$ cat config.mk
export PLATFORM = sky130hd
export DESIGN_NAME = fpu_top
export DESIGN_NICKNAME = d
export VERILOG_FILES = /design/src/hdl/fpu_pkg.sv /design/src/hdl/fpu_op_if.sv /design/src/hdl/fpu_decode.sv /design/src/hdl/fpu_regfile.sv /design/src/hdl/fpu_hazard_unit.sv /design/src/hdl/fpu_exec.sv /design/src/hdl/fpu_writeback.sv /design/src/hdl/fpu_top.sv
export VERILOG_INCLUDE_DIRS = /design/src /design/src/hdl
export SDC_FILE = /design/constraint.sdc
export NUM_CORES = 2
export LEC_CHECK = 0
export BUFFER_PORTS_ARGS = -buffer_cell sky130_fd_sc_hd__buf_2
export CORE_AREA = 2 2 314 316
export CTS_CLUSTER_DIAMETER = 150
export DETAILED_ROUTE_END_ITERATION = 12
export DIE_AREA = 0 0 316 318
export GPL_ROUTABILITY_DRIVEN = 0
export PLACE_DENSITY = 0.85
export SETUP_SLACK_MARGIN = 0.2
export SLEW_MARGIN = 40
export SYNTH_ARGS = -nofsm -noshare
export SYNTH_HDL_FRONTEND = slang
export SYNTH_SLANG_ARGS = --single-unit
$ cat constraint.sdc
create_clock -name clk -period 4.8 [get_ports clk]
set_clock_uncertainty 0.05 [all_clocks]
set_input_delay 1.2 -clock clk [delete_from_list [all_inputs] [get_ports clk]]
set_output_delay 1.2 -clock clk [all_outputs]
set_load 0.005 [all_outputs]
$ cat src/hdl/fpu_macros.svh
`ifndef FPU_MACROS_SVH
`define FPU_MACROS_SVH

`define FPU_XLEN        32
`define FPU_NREG        32
`define FPU_WB_STAGE    4   // Ops are written to the register file entering this stage.
`define FPU_LOAD_STAGE  3   // Memory data joins the result pipeline here.

// Major opcodes.
`define FPU_OP_FP       7'b1010011
`define FPU_OP_LOAD_FP  7'b0000111
`define FPU_OP_STORE_FP 7'b0100111

// Funct5 values under OP-FP.
`define FPU_F5_SGNJ     5'b00100
`define FPU_F5_CMP      5'b10100
`define FPU_F5_MV_XW    5'b11100
`define FPU_F5_MV_WX    5'b11110

`endif

$ cat src/hdl/fpu_pkg.sv
`include "fpu_macros.svh"

package fpu_pkg;

    typedef logic [`FPU_XLEN-1:0] float_t;
    typedef logic [$clog2(`FPU_NREG)-1:0] reg_idx_t;

    typedef enum logic [1:0] {
        sgn_copy,
        sgn_neg,
        sgn_xor
    } sgn_mode_e;

    typedef enum logic [1:0] {
        cmp_eq,
        cmp_lt,
        cmp_le
    } cmp_mode_e;

    typedef struct packed {
        logic      valid;
        reg_idx_t  rd;
        reg_idx_t  rs1;
        reg_idx_t  rs2;
        logic      use_rs1;
        logic      use_rs2;
        logic      reg_write;    // Writes a float register.
        logic      is_sgn;
        logic      is_cmp;
        logic      is_mv_wx;
        logic      is_mv_xw;
        logic      is_load;
        logic      is_store;
        sgn_mode_e sgn_mode;
        cmp_mode_e cmp_mode;
        float_t    int_data;     // Sampled with the instruction.
    } fpu_op_t;

endpackage

$ cat src/hdl/fpu_op_if.sv
`timescale 1ns/100ps

interface fpu_op_if import fpu_pkg::*; ();

    fpu_op_t uop;    // Stage 0 op.

    modport src (output uop);
    modport dst (input uop);
    modport mon (input uop);

endinterface

$ cat src/hdl/fpu_decode.sv
`timescale 1ns/100ps
`include "fpu_macros.svh"

module fpu_decode import fpu_pkg::*; (
    input  logic                 clk,
    input  logic                 rst_n,
    input  logic                 is_legl,
    input  logic [`FPU_XLEN-1:0] inst,
    input  float_t               from_intreg,
    input  logic                 hazard,
    fpu_op_if.src                op
);

    logic [6:0] opcode;
    logic [4:0] funct5;
    logic [2:0] funct3;
    fpu_op_t    dec;

    assign opcode = inst[6:0];
    assign funct5 = inst[31:27];
    assign funct3 = inst[14:12];

    always_comb begin
        dec          = '0;
        dec.rd       = inst[11:7];
        dec.rs1      = inst[19:15];
        dec.rs2      = inst[24:20];
        dec.int_data = from_intreg;
        dec.sgn_mode = sgn_copy;
        dec.cmp_mode = cmp_eq;
        case (opcode)
            `FPU_OP_FP: begin
                case (funct5)
                    `FPU_F5_SGNJ: begin
                        dec.is_sgn  = (funct3 <= 3'd2);
                        dec.use_rs1 = 1'b1;
                        dec.use_rs2 = 1'b1;
                        case (funct3)
                            3'd1:    dec.sgn_mode = sgn_neg;
                            3'd2:    dec.sgn_mode = sgn_xor;
                            default: dec.sgn_mode = sgn_copy;
                        endcase
                    end
                    `FPU_F5_CMP: begin
                        dec.is_cmp  = (funct3 <= 3'd2);
                        dec.use_rs1 = 1'b1;
                        dec.use_rs2 = 1'b1;
                        case (funct3)
                            3'd2:    dec.cmp_mode = cmp_eq;
                            3'd1:    dec.cmp_mode = cmp_lt;
                            default: dec.cmp_mode = cmp_le;
                        endcase
                    end
                    `FPU_F5_MV_XW: begin
                        dec.is_mv_xw = (funct3 == 3'd0);
                        dec.use_rs1  = 1'b1;
                    end
                    `FPU_F5_MV_WX: dec.is_mv_wx = (funct3 == 3'd0);
                    default: ;
                endcase
            end
            `FPU_OP_LOAD_FP: dec.is_load = (funct3 == 3'b010);
            `FPU_OP_STORE_FP: begin
                dec.is_store = (funct3 == 3'b010);
                dec.use_rs2  = 1'b1;    // Store data; rs1 is the integer base.
            end
            default: ;
        endcase
        dec.reg_write = dec.is_sgn | dec.is_mv_wx | dec.is_load;
        dec.valid     = is_legl & ~hazard &
                        (dec.reg_write | dec.is_cmp | dec.is_mv_xw | dec.is_store);
    end

    always_ff @(posedge clk) begin
        if (!rst_n) begin
            op.uop.valid <= 1'b0;
        end else begin
            op.uop <= dec;    // A stalled slot becomes a bubble.
        end
    end

endmodule

$ cat src/hdl/fpu_regfile.sv
`timescale 1ns/100ps
`include "fpu_macros.svh"

module fpu_regfile import fpu_pkg::*; (
    input  logic     clk,
    input  reg_idx_t raddr1,
    input  reg_idx_t raddr2,
    input  reg_idx_t waddr,
    input  float_t   wdata,
    input  logic     we,
    output float_t   rdata1,
    output float_t   rdata2
);

    float_t regs [0:`FPU_NREG-1];

    // Read data lines up with stage 0; stage 4 forwarding covers a
    // write to the same register at the same edge.
    always_ff @(posedge clk) begin
        if (we) begin
            regs[waddr] <= wdata;
        end
        rdata1 <= regs[raddr1];
        rdata2 <= regs[raddr2];
    end

endmodule

$ cat src/hdl/fpu_hazard_unit.sv
`timescale 1ns/100ps
`include "fpu_macros.svh"

module fpu_hazard_unit import fpu_pkg::*; (
    fpu_op_if.mon                op,
    input  logic [`FPU_XLEN-1:0] inst,
    input  reg_idx_t             stage_rd [0:`FPU_WB_STAGE],
    input  logic [`FPU_WB_STAGE:0] stage_valid,
    input  logic [`FPU_WB_STAGE:0] stage_load,
    output logic                 hazard,
    output logic [2:0]           fwd_sel1,
    output logic [2:0]           fwd_sel2
);

    logic [6:0] opcode;
    logic [4:0] funct5;
    reg_idx_t   rs1;
    reg_idx_t   rs2;
    logic       reads_rs1;
    logic       reads_rs2;

    assign opcode = inst[6:0];
    assign funct5 = inst[31:27];
    assign rs1    = inst[19:15];
    assign rs2    = inst[24:20];

    assign reads_rs1 = (opcode == `FPU_OP_FP) && (funct5 != `FPU_F5_MV_WX);
    assign reads_rs2 = ((opcode == `FPU_OP_FP) &&
                        (funct5 == `FPU_F5_SGNJ || funct5 == `FPU_F5_CMP)) ||
                       (opcode == `FPU_OP_STORE_FP);

    // Load data is not ready until LOAD_STAGE.
    always_comb begin
        hazard = 1'b0;
        for (int k = 0; k < `FPU_LOAD_STAGE - 1; k++) begin
            if (stage_valid[k] && stage_load[k]) begin
                if ((reads_rs1 && stage_rd[k] == rs1) || (reads_rs2 && stage_rd[k] == rs2)) begin
                    hazard = 1'b1;
                end
            end
        end
    end

    // Youngest writer wins, so scan from the oldest stage down.
    always_comb begin
        fwd_sel1 = 3'd0;
        fwd_sel2 = 3'd0;
        for (int k = `FPU_WB_STAGE; k >= 1; k--) begin
            if (op.uop.use_rs1 && stage_valid[k] && stage_rd[k] == op.uop.rs1) begin
                fwd_sel1 = 3'(k);
            end
            if (op.uop.use_rs2 && stage_valid[k] && stage_rd[k] == op.uop.rs2) begin
                fwd_sel2 = 3'(k);
            end
        end
    end

endmodule

$ cat src/hdl/fpu_exec.sv
`timescale 1ns/100ps
`include "fpu_macros.svh"

module fpu_exec import fpu_pkg::*; (
    input  logic       clk,
    input  logic       rst_n,
    fpu_op_if.dst      op,
    input  float_t     rdata1,
    input  float_t     rdata2,
    input  logic [2:0] fwd_sel1,
    input  logic [2:0] fwd_sel2,
    input  float_t     stage_result [1:`FPU_WB_STAGE],
    output float_t     sgn_result,
    output float_t     to_mem,
    output logic       mem_we,
    output float_t     to_intreg
);

    float_t opa;
    float_t opb;
    logic   sign;
    logic   any_nan;
    logic   both_zero;
    logic   eq;
    logic   lt;
    logic   cmp_res;

    always_comb begin
        opa = rdata1;
        opb = rdata2;
        for (int k = 1; k <= `FPU_WB_STAGE; k++) begin
            if (fwd_sel1 == 3'(k)) begin
                opa = stage_result[k];
            end
            if (fwd_sel2 == 3'(k)) begin
                opb = stage_result[k];
            end
        end
    end

    always_comb begin
        case (op.uop.sgn_mode)
            sgn_neg: sign = ~opb[31];
            sgn_xor: sign = opa[31] ^ opb[31];
            default: sign = opb[31];
        endcase
    end

    assign sgn_result = {sign, opa[30:0]};

    assign any_nan   = (&opa[30:23] && |opa[22:0]) || (&opb[30:23] && |opb[22:0]);
    assign both_zero = ~|{opa[30:0], opb[30:0]};    // +0 and -0 match.
    assign eq        = !any_nan && (opa == opb || both_zero);

    always_comb begin
        if (any_nan || both_zero) begin
            lt = 1'b0;
        end else if (opa[31] != opb[31]) begin
            lt = opa[31];
        end else if (opa[31]) begin
            lt = opa[30:0] > opb[30:0];    // Negative magnitudes reverse.
        end else begin
            lt = opa[30:0] < opb[30:0];
        end
    end

    always_comb begin
        case (op.uop.cmp_mode)
            cmp_eq:  cmp_res = eq;
            cmp_lt:  cmp_res = lt;
            cmp_le:  cmp_res = lt | eq;
            default: cmp_res = 1'b0;
        endcase
    end

    assign to_mem = opb;
    assign mem_we = op.uop.valid & op.uop.is_store;

    always_ff @(posedge clk) begin
        if (!rst_n) begin
            to_intreg <= '0;
        end else if (op.uop.valid && op.uop.is_cmp) begin
            to_intreg <= {{(`FPU_XLEN-1){1'b0}}, cmp_res};
        end else if (op.uop.valid && op.uop.is_mv_xw) begin
            to_intreg <= opa;    // Raw bits.
        end
    end

endmodule

$ cat src/hdl/fpu_writeback.sv
`timescale 1ns/100ps
`include "fpu_macros.svh"

module fpu_writeback import fpu_pkg::*; (
    input  logic                   clk,
    input  logic                   rst_n,
    input  fpu_op_t                stage0_op,
    input  float_t                 sgn_result,
    input  float_t                 from_mem,
    output reg_idx_t               stage_rd [0:`FPU_WB_STAGE],
    output logic [`FPU_WB_STAGE:0] stage_valid,
    output logic [`FPU_WB_STAGE:0] stage_load,
    output float_t                 stage_result [1:`FPU_WB_STAGE],
    output reg_idx_t               wb_addr,
    output float_t                 wb_data,
    output logic                   wb_we
);

    logic [`FPU_WB_STAGE:1] st_valid;
    logic [`FPU_WB_STAGE:1] st_wr;
    logic [`FPU_WB_STAGE:1] st_load;
    reg_idx_t               st_rd [1:`FPU_WB_STAGE];
    float_t                 st_result [1:`FPU_WB_STAGE];
    float_t                 mem_q;

    always_ff @(posedge clk) begin
        if (!rst_n) begin
            st_valid <= '0;
            st_wr    <= '0;
            st_load  <= '0;
        end else begin
            st_valid <= {st_valid[`FPU_WB_STAGE-1:1], stage0_op.valid};
            st_wr    <= {st_wr[`FPU_WB_STAGE-1:1], stage0_op.reg_write};
            st_load  <= {st_load[`FPU_WB_STAGE-1:1], stage0_op.is_load};
        end
    end

    // Empty slots between stages are kept for future arithmetic units.
    always_ff @(posedge clk) begin
        mem_q        <= from_mem;    // Load data cycle.
        st_rd[1]     <= stage0_op.rd;
        st_result[1] <= stage0_op.is_mv_wx ? stage0_op.int_data : sgn_result;
        for (int k = 2; k <= `FPU_WB_STAGE; k++) begin
            st_rd[k] <= st_rd[k-1];
            if (k == `FPU_LOAD_STAGE && st_load[k-1]) begin
                st_result[k] <= mem_q;
            end else begin
                st_result[k] <= st_result[k-1];
            end
        end
    end

    // Forward taps; valid means a pending float register write.
    always_comb begin
        stage_rd[0]    = stage0_op.rd;
        stage_valid[0] = stage0_op.valid & stage0_op.reg_write;
        stage_load[0]  = stage0_op.is_load;
        for (int k = 1; k <= `FPU_WB_STAGE; k++) begin
            stage_rd[k]     = st_rd[k];
            stage_valid[k]  = st_valid[k] & st_wr[k];
            stage_load[k]   = st_load[k];
            stage_result[k] = st_result[k];
        end
    end

    // Written as the op enters the writeback stage.
    assign wb_addr = st_rd[`FPU_WB_STAGE-1];
    assign wb_data = st_result[`FPU_WB_STAGE-1];
    assign wb_we   = st_valid[`FPU_WB_STAGE-1] & st_wr[`FPU_WB_STAGE-1];

endmodule

$ cat src/hdl/fpu_top.sv
`timescale 1ns/100ps
`include "fpu_macros.svh"

module fpu_top import fpu_pkg::*; (
    input  logic                 clk,
    input  logic                 rst_n,
    input  logic                 is_legl,
    input  logic [`FPU_XLEN-1:0] inst,
    input  logic [`FPU_XLEN-1:0] from_intreg,
    input  logic [`FPU_XLEN-1:0] from_mem,
    output logic [`FPU_XLEN-1:0] to_mem,
    output logic                 mem_we,
    output logic [`FPU_XLEN-1:0] to_intreg,
    output logic                 hazard
);

    float_t                 rdata1;
    float_t                 rdata2;
    float_t                 sgn_result;
    logic [2:0]             fwd_sel1;
    logic [2:0]             fwd_sel2;
    reg_idx_t               stage_rd [0:`FPU_WB_STAGE];
    logic [`FPU_WB_STAGE:0] stage_valid;
    logic [`FPU_WB_STAGE:0] stage_load;
    float_t                 stage_result [1:`FPU_WB_STAGE];
    reg_idx_t               wb_addr;
    float_t                 wb_data;
    logic                   wb_we;

    fpu_op_if op_bus ();

    fpu_decode u_decode (
        .clk         (clk),
        .rst_n       (rst_n),
        .is_legl     (is_legl),
        .inst        (inst),
        .from_intreg (from_intreg),
        .hazard      (hazard),
        .op          (op_bus.src)
    );

    fpu_hazard_unit u_hazard (
        .op          (op_bus.mon),
        .inst        (inst),
        .stage_rd    (stage_rd),
        .stage_valid (stage_valid),
        .stage_load  (stage_load),
        .hazard      (hazard),
        .fwd_sel1    (fwd_sel1),
        .fwd_sel2    (fwd_sel2)
    );

    fpu_regfile u_regfile (
        .clk    (clk),
        .raddr1 (inst[19:15]),
        .raddr2 (inst[24:20]),
        .waddr  (wb_addr),
        .wdata  (wb_data),
        .we     (wb_we),
        .rdata1 (rdata1),
        .rdata2 (rdata2)
    );

    fpu_exec u_exec (
        .clk          (clk),
        .rst_n        (rst_n),
        .op           (op_bus.dst),
        .rdata1       (rdata1),
        .rdata2       (rdata2),
        .fwd_sel1     (fwd_sel1),
        .fwd_sel2     (fwd_sel2),
        .stage_result (stage_result),
        .sgn_result   (sgn_result),
        .to_mem       (to_mem),
        .mem_we       (mem_we),
        .to_intreg    (to_intreg)
    );

    fpu_writeback u_writeback (
        .clk          (clk),
        .rst_n        (rst_n),
        .stage0_op    (op_bus.uop),
        .sgn_result   (sgn_result),
        .from_mem     (from_mem),
        .stage_rd     (stage_rd),
        .stage_valid  (stage_valid),
        .stage_load   (stage_load),
        .stage_result (stage_result),
        .wb_addr      (wb_addr),
        .wb_data      (wb_data),
        .wb_we        (wb_we)
    );

endmodule

**Yosys cells after proc, flatten, opt, wreduce, memory -nomap -nowiden**

Memory sizes are Yosys's and may differ from the RTL's. A register that Yosys moved wholly into a read port is not among the register bits.
Cells that the tools add are included.

- Register bits: 134
- Bits in writable memories: 1172
- Bits of input ports: 99
- Output and inout bits: 66
- Word-level logic and storage cells: 179
- Memories kept: 3

Memory list:

| memory | words | width | rd ports | clocked after Yosys merged registers in | write ports | RTL line | RTL |
|---|---|---|---|---|---|---|---|
| u_regfile.regs | 32 | 32 | 2 | 2 | 1 | fpu_regfile.sv:15 | `` float_t regs [0:`FPU_NREG-1]; `` |
| u_writeback.st_result | 4 | 32 | 4 | 0 | 4 | fpu_writeback.sv:23 | `` float_t st_result [1:`FPU_WB_STAGE]; `` |
| u_writeback.st_rd | 4 | 5 | 4 | 0 | 4 | fpu_writeback.sv:22 | `` reg_idx_t st_rd [1:`FPU_WB_STAGE]; `` |

- $lt $le $gt $ge: 3
- Equal/unequal tests: 36
- Mux-type cells: 46
- Bitwise operators: 19
- Reduce and logical (&&, ||, !) cells: 51

Operators with widths:

| cell | count |
|---|---|
| two-way mux 32 bit | 10 |
| OR reduction 62 bit | 1 |
| == test 5 bit | 12 |
| OR reduction 23 bit | 2 |
| == test 32 bit | 1 |
| > comparator 31 bit | 1 |
| less-than comparator 31 bit | 1 |
| logical AND 1 bit | 29 |
| two-way mux 3 bit | 8 |
| two-way mux 1 bit | 22 |
| AND reduction 8 bit | 2 |
| == test 3 x 2 -> 1 bit (second input constant) | 5 |
| == test 5 bit (second input constant) | 3 |
| == test 3 x 1 -> 1 bit (second input constant) | 3 |
| bitwise AND 1 bit | 8 |
| case mux 2 bit (2 select lines) | 2 |
| == test 7 x 3 -> 1 bit (second input constant) | 1 |
| == test 7 x 6 -> 1 bit (second input constant) | 1 |
| == test 7 bit (second input constant) | 1 |
| logical OR 1 bit | 7 |
| OR 1 bit | 7 |
| == test 3 bit (second input constant) | 2 |
| == test 5 x 3 -> 1 bit (second input constant) | 1 |
| != test 5 bit (second input constant) | 1 |
| 16 further kinds | 24 |

**Logic depth before layout (Yosys ltp)**

- Word-level depth: 20
- Gate-level depth with buffers: 22
- Depth with buffers taken out: 18

**By module**

A second synthesis with hierarchy kept.

- Cells, all modules: 4744
- Area, all modules: 63742.4 um2

Modules (own cells, without submodules):

| module | times used | cells each | area each (um2) | sequential area each (um2) |
|---|---|---|---|---|
| fpu_regfile | 1 | 3450 | 50070.5 | 32030.7 |
| fpu_exec | 1 | 756 | 5401.4 | 640.6 |
| fpu_writeback | 1 | 326 | 5342.6 | 3843.7 |
| fpu_decode | 1 | 98 | 2049.5 | 1821.7 |
| fpu_hazard_unit | 1 | 114 | 878.3 | 0.0 |

**Worst setup path after synthesis**

OpenSTA, ideal clock, no wires.

- Kind: input -> output
- From: input inst[15]
- To: output hazard
- Arrival time: 3.200 ns
- Slack: 0.350 ns
- Stages on the path: 8
- Cell sequence: clkbuf_1 > buf_1 > buf_1 > xnor2_1 > nand3_1 > nor4_1 > a41oi_1 > o22ai_1

- Longest elaborated chain between the ends: 7
- Elaborated cells on any way between the ends: 10
- Classes of those cells: eq/ne (2); mux (4); reduce/logical (4)

RTL lines:

| element | RTL line | RTL |
|---|---|---|
| start, declared | fpu_top.sv:8 | `` input logic [`FPU_XLEN-1:0] inst, `` |
| == test 5 bit | fpu_hazard_unit.sv:37 | `if ((reads_rs1 && stage_rd[k] == rs1) \|\| (reads_rs2 && stage_rd[k] == rs2)) begin` |
| logical AND 1 bit | fpu_hazard_unit.sv:37 |  |
| logical OR 1 bit | fpu_hazard_unit.sv:37 |  |
| two-way mux 1 bit | fpu_hazard_unit.sv:37 |  |
| two-way mux 1 bit | fpu_hazard_unit.sv:36 | `if (stage_valid[k] && stage_load[k]) begin` |
| two-way mux 1 bit | fpu_hazard_unit.sv:37 |  |
| two-way mux 1 bit * | fpu_hazard_unit.sv:36 |  |
| end, declared | fpu_top.sv:14 | `output logic hazard` |

Every way passes the cells marked *; elsewhere a longest branch is shown, timed or not.

**Final worst setup path**

- From: register u_decode.op.uop[48] (netlist name)
- To: output to_mem[30]

- Longest elaborated chain between the ends: 11
- Elaborated cells on any way between the ends: 20
- Classes of those cells: eq/ne (8); mux (8); reduce/logical (4)

RTL lines:

| element | RTL line | RTL |
|---|---|---|
| == test 5 bit | fpu_hazard_unit.sv:52 | `if (op.uop.use_rs2 && stage_valid[k] && stage_rd[k] == op.uop.rs2) begin` |
| logical AND 1 bit | fpu_hazard_unit.sv:52 |  |
| two-way mux 3 bit (3 in series) | fpu_hazard_unit.sv:52 |  |
| two-way mux 3 bit * | fpu_hazard_unit.sv:52 |  |
| == test 3 x 1 -> 1 bit | fpu_exec.sv:35 | `if (fwd_sel2 == 3'(k)) begin` |
| two-way mux 32 bit (3 in series) | fpu_exec.sv:35 |  |
| two-way mux 32 bit * | fpu_exec.sv:35 |  |
| end, declared | fpu_top.sv:11 | `` output logic [`FPU_XLEN-1:0] to_mem, `` |

Marked as above.

==> metrics.md <==
| Metric | Value |
|---|---|
| CP required | `3550 ps` |
| Syn Nets | `3447` |
| Post-synth top area cell | `edfxtp_1` |
| Total Routed Length | `200700 um` |
| Sequential-to-total area share from yosys stat | `0.6304` |
| Most common cell in the synthesized netlist | `edfxtp_1` |
| Total negative slack | `0 ps` |
| Synth Flop Type | `edfxtp_1` |
| 1st-pass router iterations | `9` |
| Clk network pwr share | `0.397` |
| Routed via count | `39980` |
| Period utilization | `0.9854` |
| Slew HR | `0.3548` |
| Hold-fix buffers, CTS | `0` |
| # clock sinks | `1370` |
| Synth async-reset ratio | `0` |
| Most frequent cells after synthesis | `edfxtp_1, mux4_2, dfxtp_1, nor2_1, clkbuf_1` |
| Top Ports | `165` |
| Cell Area, Synth | `0.06070 mm2` |
| Crit end category | `primary output` |
| WS Path Type | `flip-flop to primary output` |
| Logic pwr share | `0.092` |
| H-tree levels | `4` |
| IO Port Bufs | `162` |
| Worst skew pair latency | `750 ps` |
| First-pass GRT wire length | `284200 um` |
| Worst-case clock buffer depth | `3` |
| Total congestion overflow | `0` |
| Largest net degree at the start of global routing | `108` |
| Layout cells sized above 1 | `0.3827` |
| Clk slew on worst S/H paths | `70 ps` |
| Hold crit path type | `flip-flop to flip-flop` |
| Antenna violations before repair | `17` |
| Final ANT Viol Nets | `0` |
| Status | `complete, no violations` |
| Max-cap violations | `0` |
| Cells after synthesis | `3319` |
| Final Hold Viols | `0` |
| Psw | `6382 uW` |
| Starting Density | `0.6231` |
| Die H | `318 um` |
| Initial DRC count | `7707` |
| Vias in the first global route | `39490` |
| Slew @ Worst Pin | `967.8 ps` |
| Area Overhead vs Synth | `13.61%` |
| Yosys synthesis warning count | `0` |
| CTS tree | `built` |
| Reg power frac | `0.510` |
| Die Wd | `316 um` |
| Cell variety after synth | `84` |
| Pleak | `0.02302 uW` |
| Fmax | `211.4 MHz` |
| Main area contributors after synthesis | `edfxtp_1, mux4_2, dfxtp_1, mux2_2, nor2_1` |
| Core Area | `0.09741 mm2` |
| Wire length per cell | `40.23 um` |
| Final setup viols | `0` |
| Crit-path max FO | `11` |
| Mean post-synth cell area | `18.29 um2` |
| RSZ-0062 raised after global routing | `true` |
| Synth Register Bits | `1370` |
| Pwr dens | `389.4 mW/mm2` |
| Top-area cell type share of the netlist area | `0.5358` |
| Worst setup margin | `70.13 ps` |
| Row cnt | `115` |
| Root Driver | `clkbuf_16` |
| Total CTS buffers | `133` |
| Crit path DAT | `3480 ps` |
| P_int | `20470 uW` |
| Peak supply drop | `371.7 uV` |
| GRT Overall Usage | `0.4008` |
| Worst slack at placement | `192.8 ps` |
| Die area | `0.1005 mm2` |
| EDFF count, synth | `1083` |
| Crit path launch type | `flip-flop` |
| Final Net Count | `3717` |
| Sw frac | `0.2377` |
| Via density | `8.014` |
| Pins over their slew limit | `0` |
| Post-DP HPWL | `106700 um` |
| # DRC | `0` |
| Period minus WS final | `4730 ps` |
final cells by class:
cell class | count | area, um2
clock inverters | 51 | 530.5
repair buffers | 359 | 2648
flip-flops and latches | 1370 | 38280
clock buffers | 190 | 3795
inverters | 53 | 198.9
fillers | 5030 | 28450
diodes | 7 | 17.52
well taps | 1287 | 1610
multi-input cells | 1672 | 21880
worst paths after layout:
path	start	cells after the start	slack, ps	endpoint
max reg2reg	u_decode.op.uop[48]	19	100	u_exec.to_intreg[0]
min reg2reg	u_writeback.st_result[0][54]	0	320	u_writeback.st_result[0][86]
min	u_writeback.st_result[0][54]	0	320	u_writeback.st_result[0][86]
max	u_decode.op.uop[48]	12	70	to_mem[30]
critical path: stages (launching register included):
cell      delay (ps)
edfxtp_1         490
buf_4            190
xor2_1           160
nor4_2           360
nand3_1          220
buf_4            210
nor4_4           330
buf_4            240
a22o_1           170
nor2_2            50
buf_4            150
inv_1             50
buf_2            110
registers in the layout, summed over array words and instances (netlist names):
| signal | count |
|---|---|
| u_decode.op.uop | 60 |
| u_exec.to_intreg | 32 |
| u_regfile.rdata1 | 32 |
| u_regfile.rdata2 | 32 |
| u_regfile.regs | 1024 |
| u_writeback.mem_q | 32 |
| u_writeback.st_load | 2 |
| u_writeback.st_rd | 20 |
| u_writeback.st_result | 128 |
| u_writeback.st_valid | 4 |
| u_writeback.st_wr | 4 |
power groups by stage:
stage,logic (uW),clock network [uW],registers (uW)
final,2480,10700,13700
after global routing,2580,11000,13700
after CTS,2370,10600,13600
after detailed placement,2280,0,13900
after global placement,2220,0,13900
after floorplan,1380,0,13800
per-layer routing:
layer	vias to the layer above	routed length, um	GRT usage
met5	-	105	0
li1	14340	-	-
met2	4789	90520	0.5981
met4	12	17110	0.2617
met3	1219	32760	0.1442
met1	19630	60210	0.4979
layout by cell type (no fill, tap or decap), types with 14 or more instances in the layout:
master,n
nand3_1,42
buf_4,172
or4_1,15
clkbuf_1,43
a21o_1,25
nor2_4,36
edfxtp_1,1083
nand2_1,116
buf_2,154
xnor2_1,35
a31oi_1,14
xor2_1,26
nor2_1,127
o21ai_0,62
dfxtp_1,277
inv_1,52
clkbuf_16,143
mux2_2,119
a211oi_1,15
nor4_1,14
mux2i_1,17
nand4_1,32
buf_12,19
mux4_2,640
nor3_1,31
ha_1,29
and2_1,20
clkinv_1,16
clkinv_2,20
a21oi_1,69
timing repair:
item,CTS,global route
gates resized for setup,20,49
endpoints found under the hold margin,0,0
buffers inserted,7,19
endpoints found under the setup margin,29,31
cloned,0,1
pin swaps,5,11
logic make-up after synthesis:
family	share of synthesized area
buffers and inverters	0.01822
AND/OR/NAND/NOR	0.04042
flip-flops	0.6304
multiplexers	0.2623
AO/OA/AOI/OAI	0.03310
adder cells (fa/ha/maj)	0.005978
XOR/XNOR	0.009523
metrics by stage:
| step | cell area (um2) | util | hold WS (ps) | std cells | power (uW) |
|---|---|---|---|---|---|
| 3_5_place_dp | 64010 | 0.6571 | 312.9 | 4711 | 16160 |
| 2_1_floorplan | 60700 | - | 275.8 | 3319 | 15230 |
| 5_1_grt | 68940 | 0.7077 | 320.5 | 4982 | 27310 |
| 6_report | 68960 | 0.7079 | 316.7 | 4989 | 26850 |
| 3_3_place_gp | 63970 | 0.6567 | 313.3 | 4709 | 16090 |
| 4_1_cts | 68500 | 0.7032 | 317.2 | 4959 | 26640 |
Power figures use the tool's default switching activity.
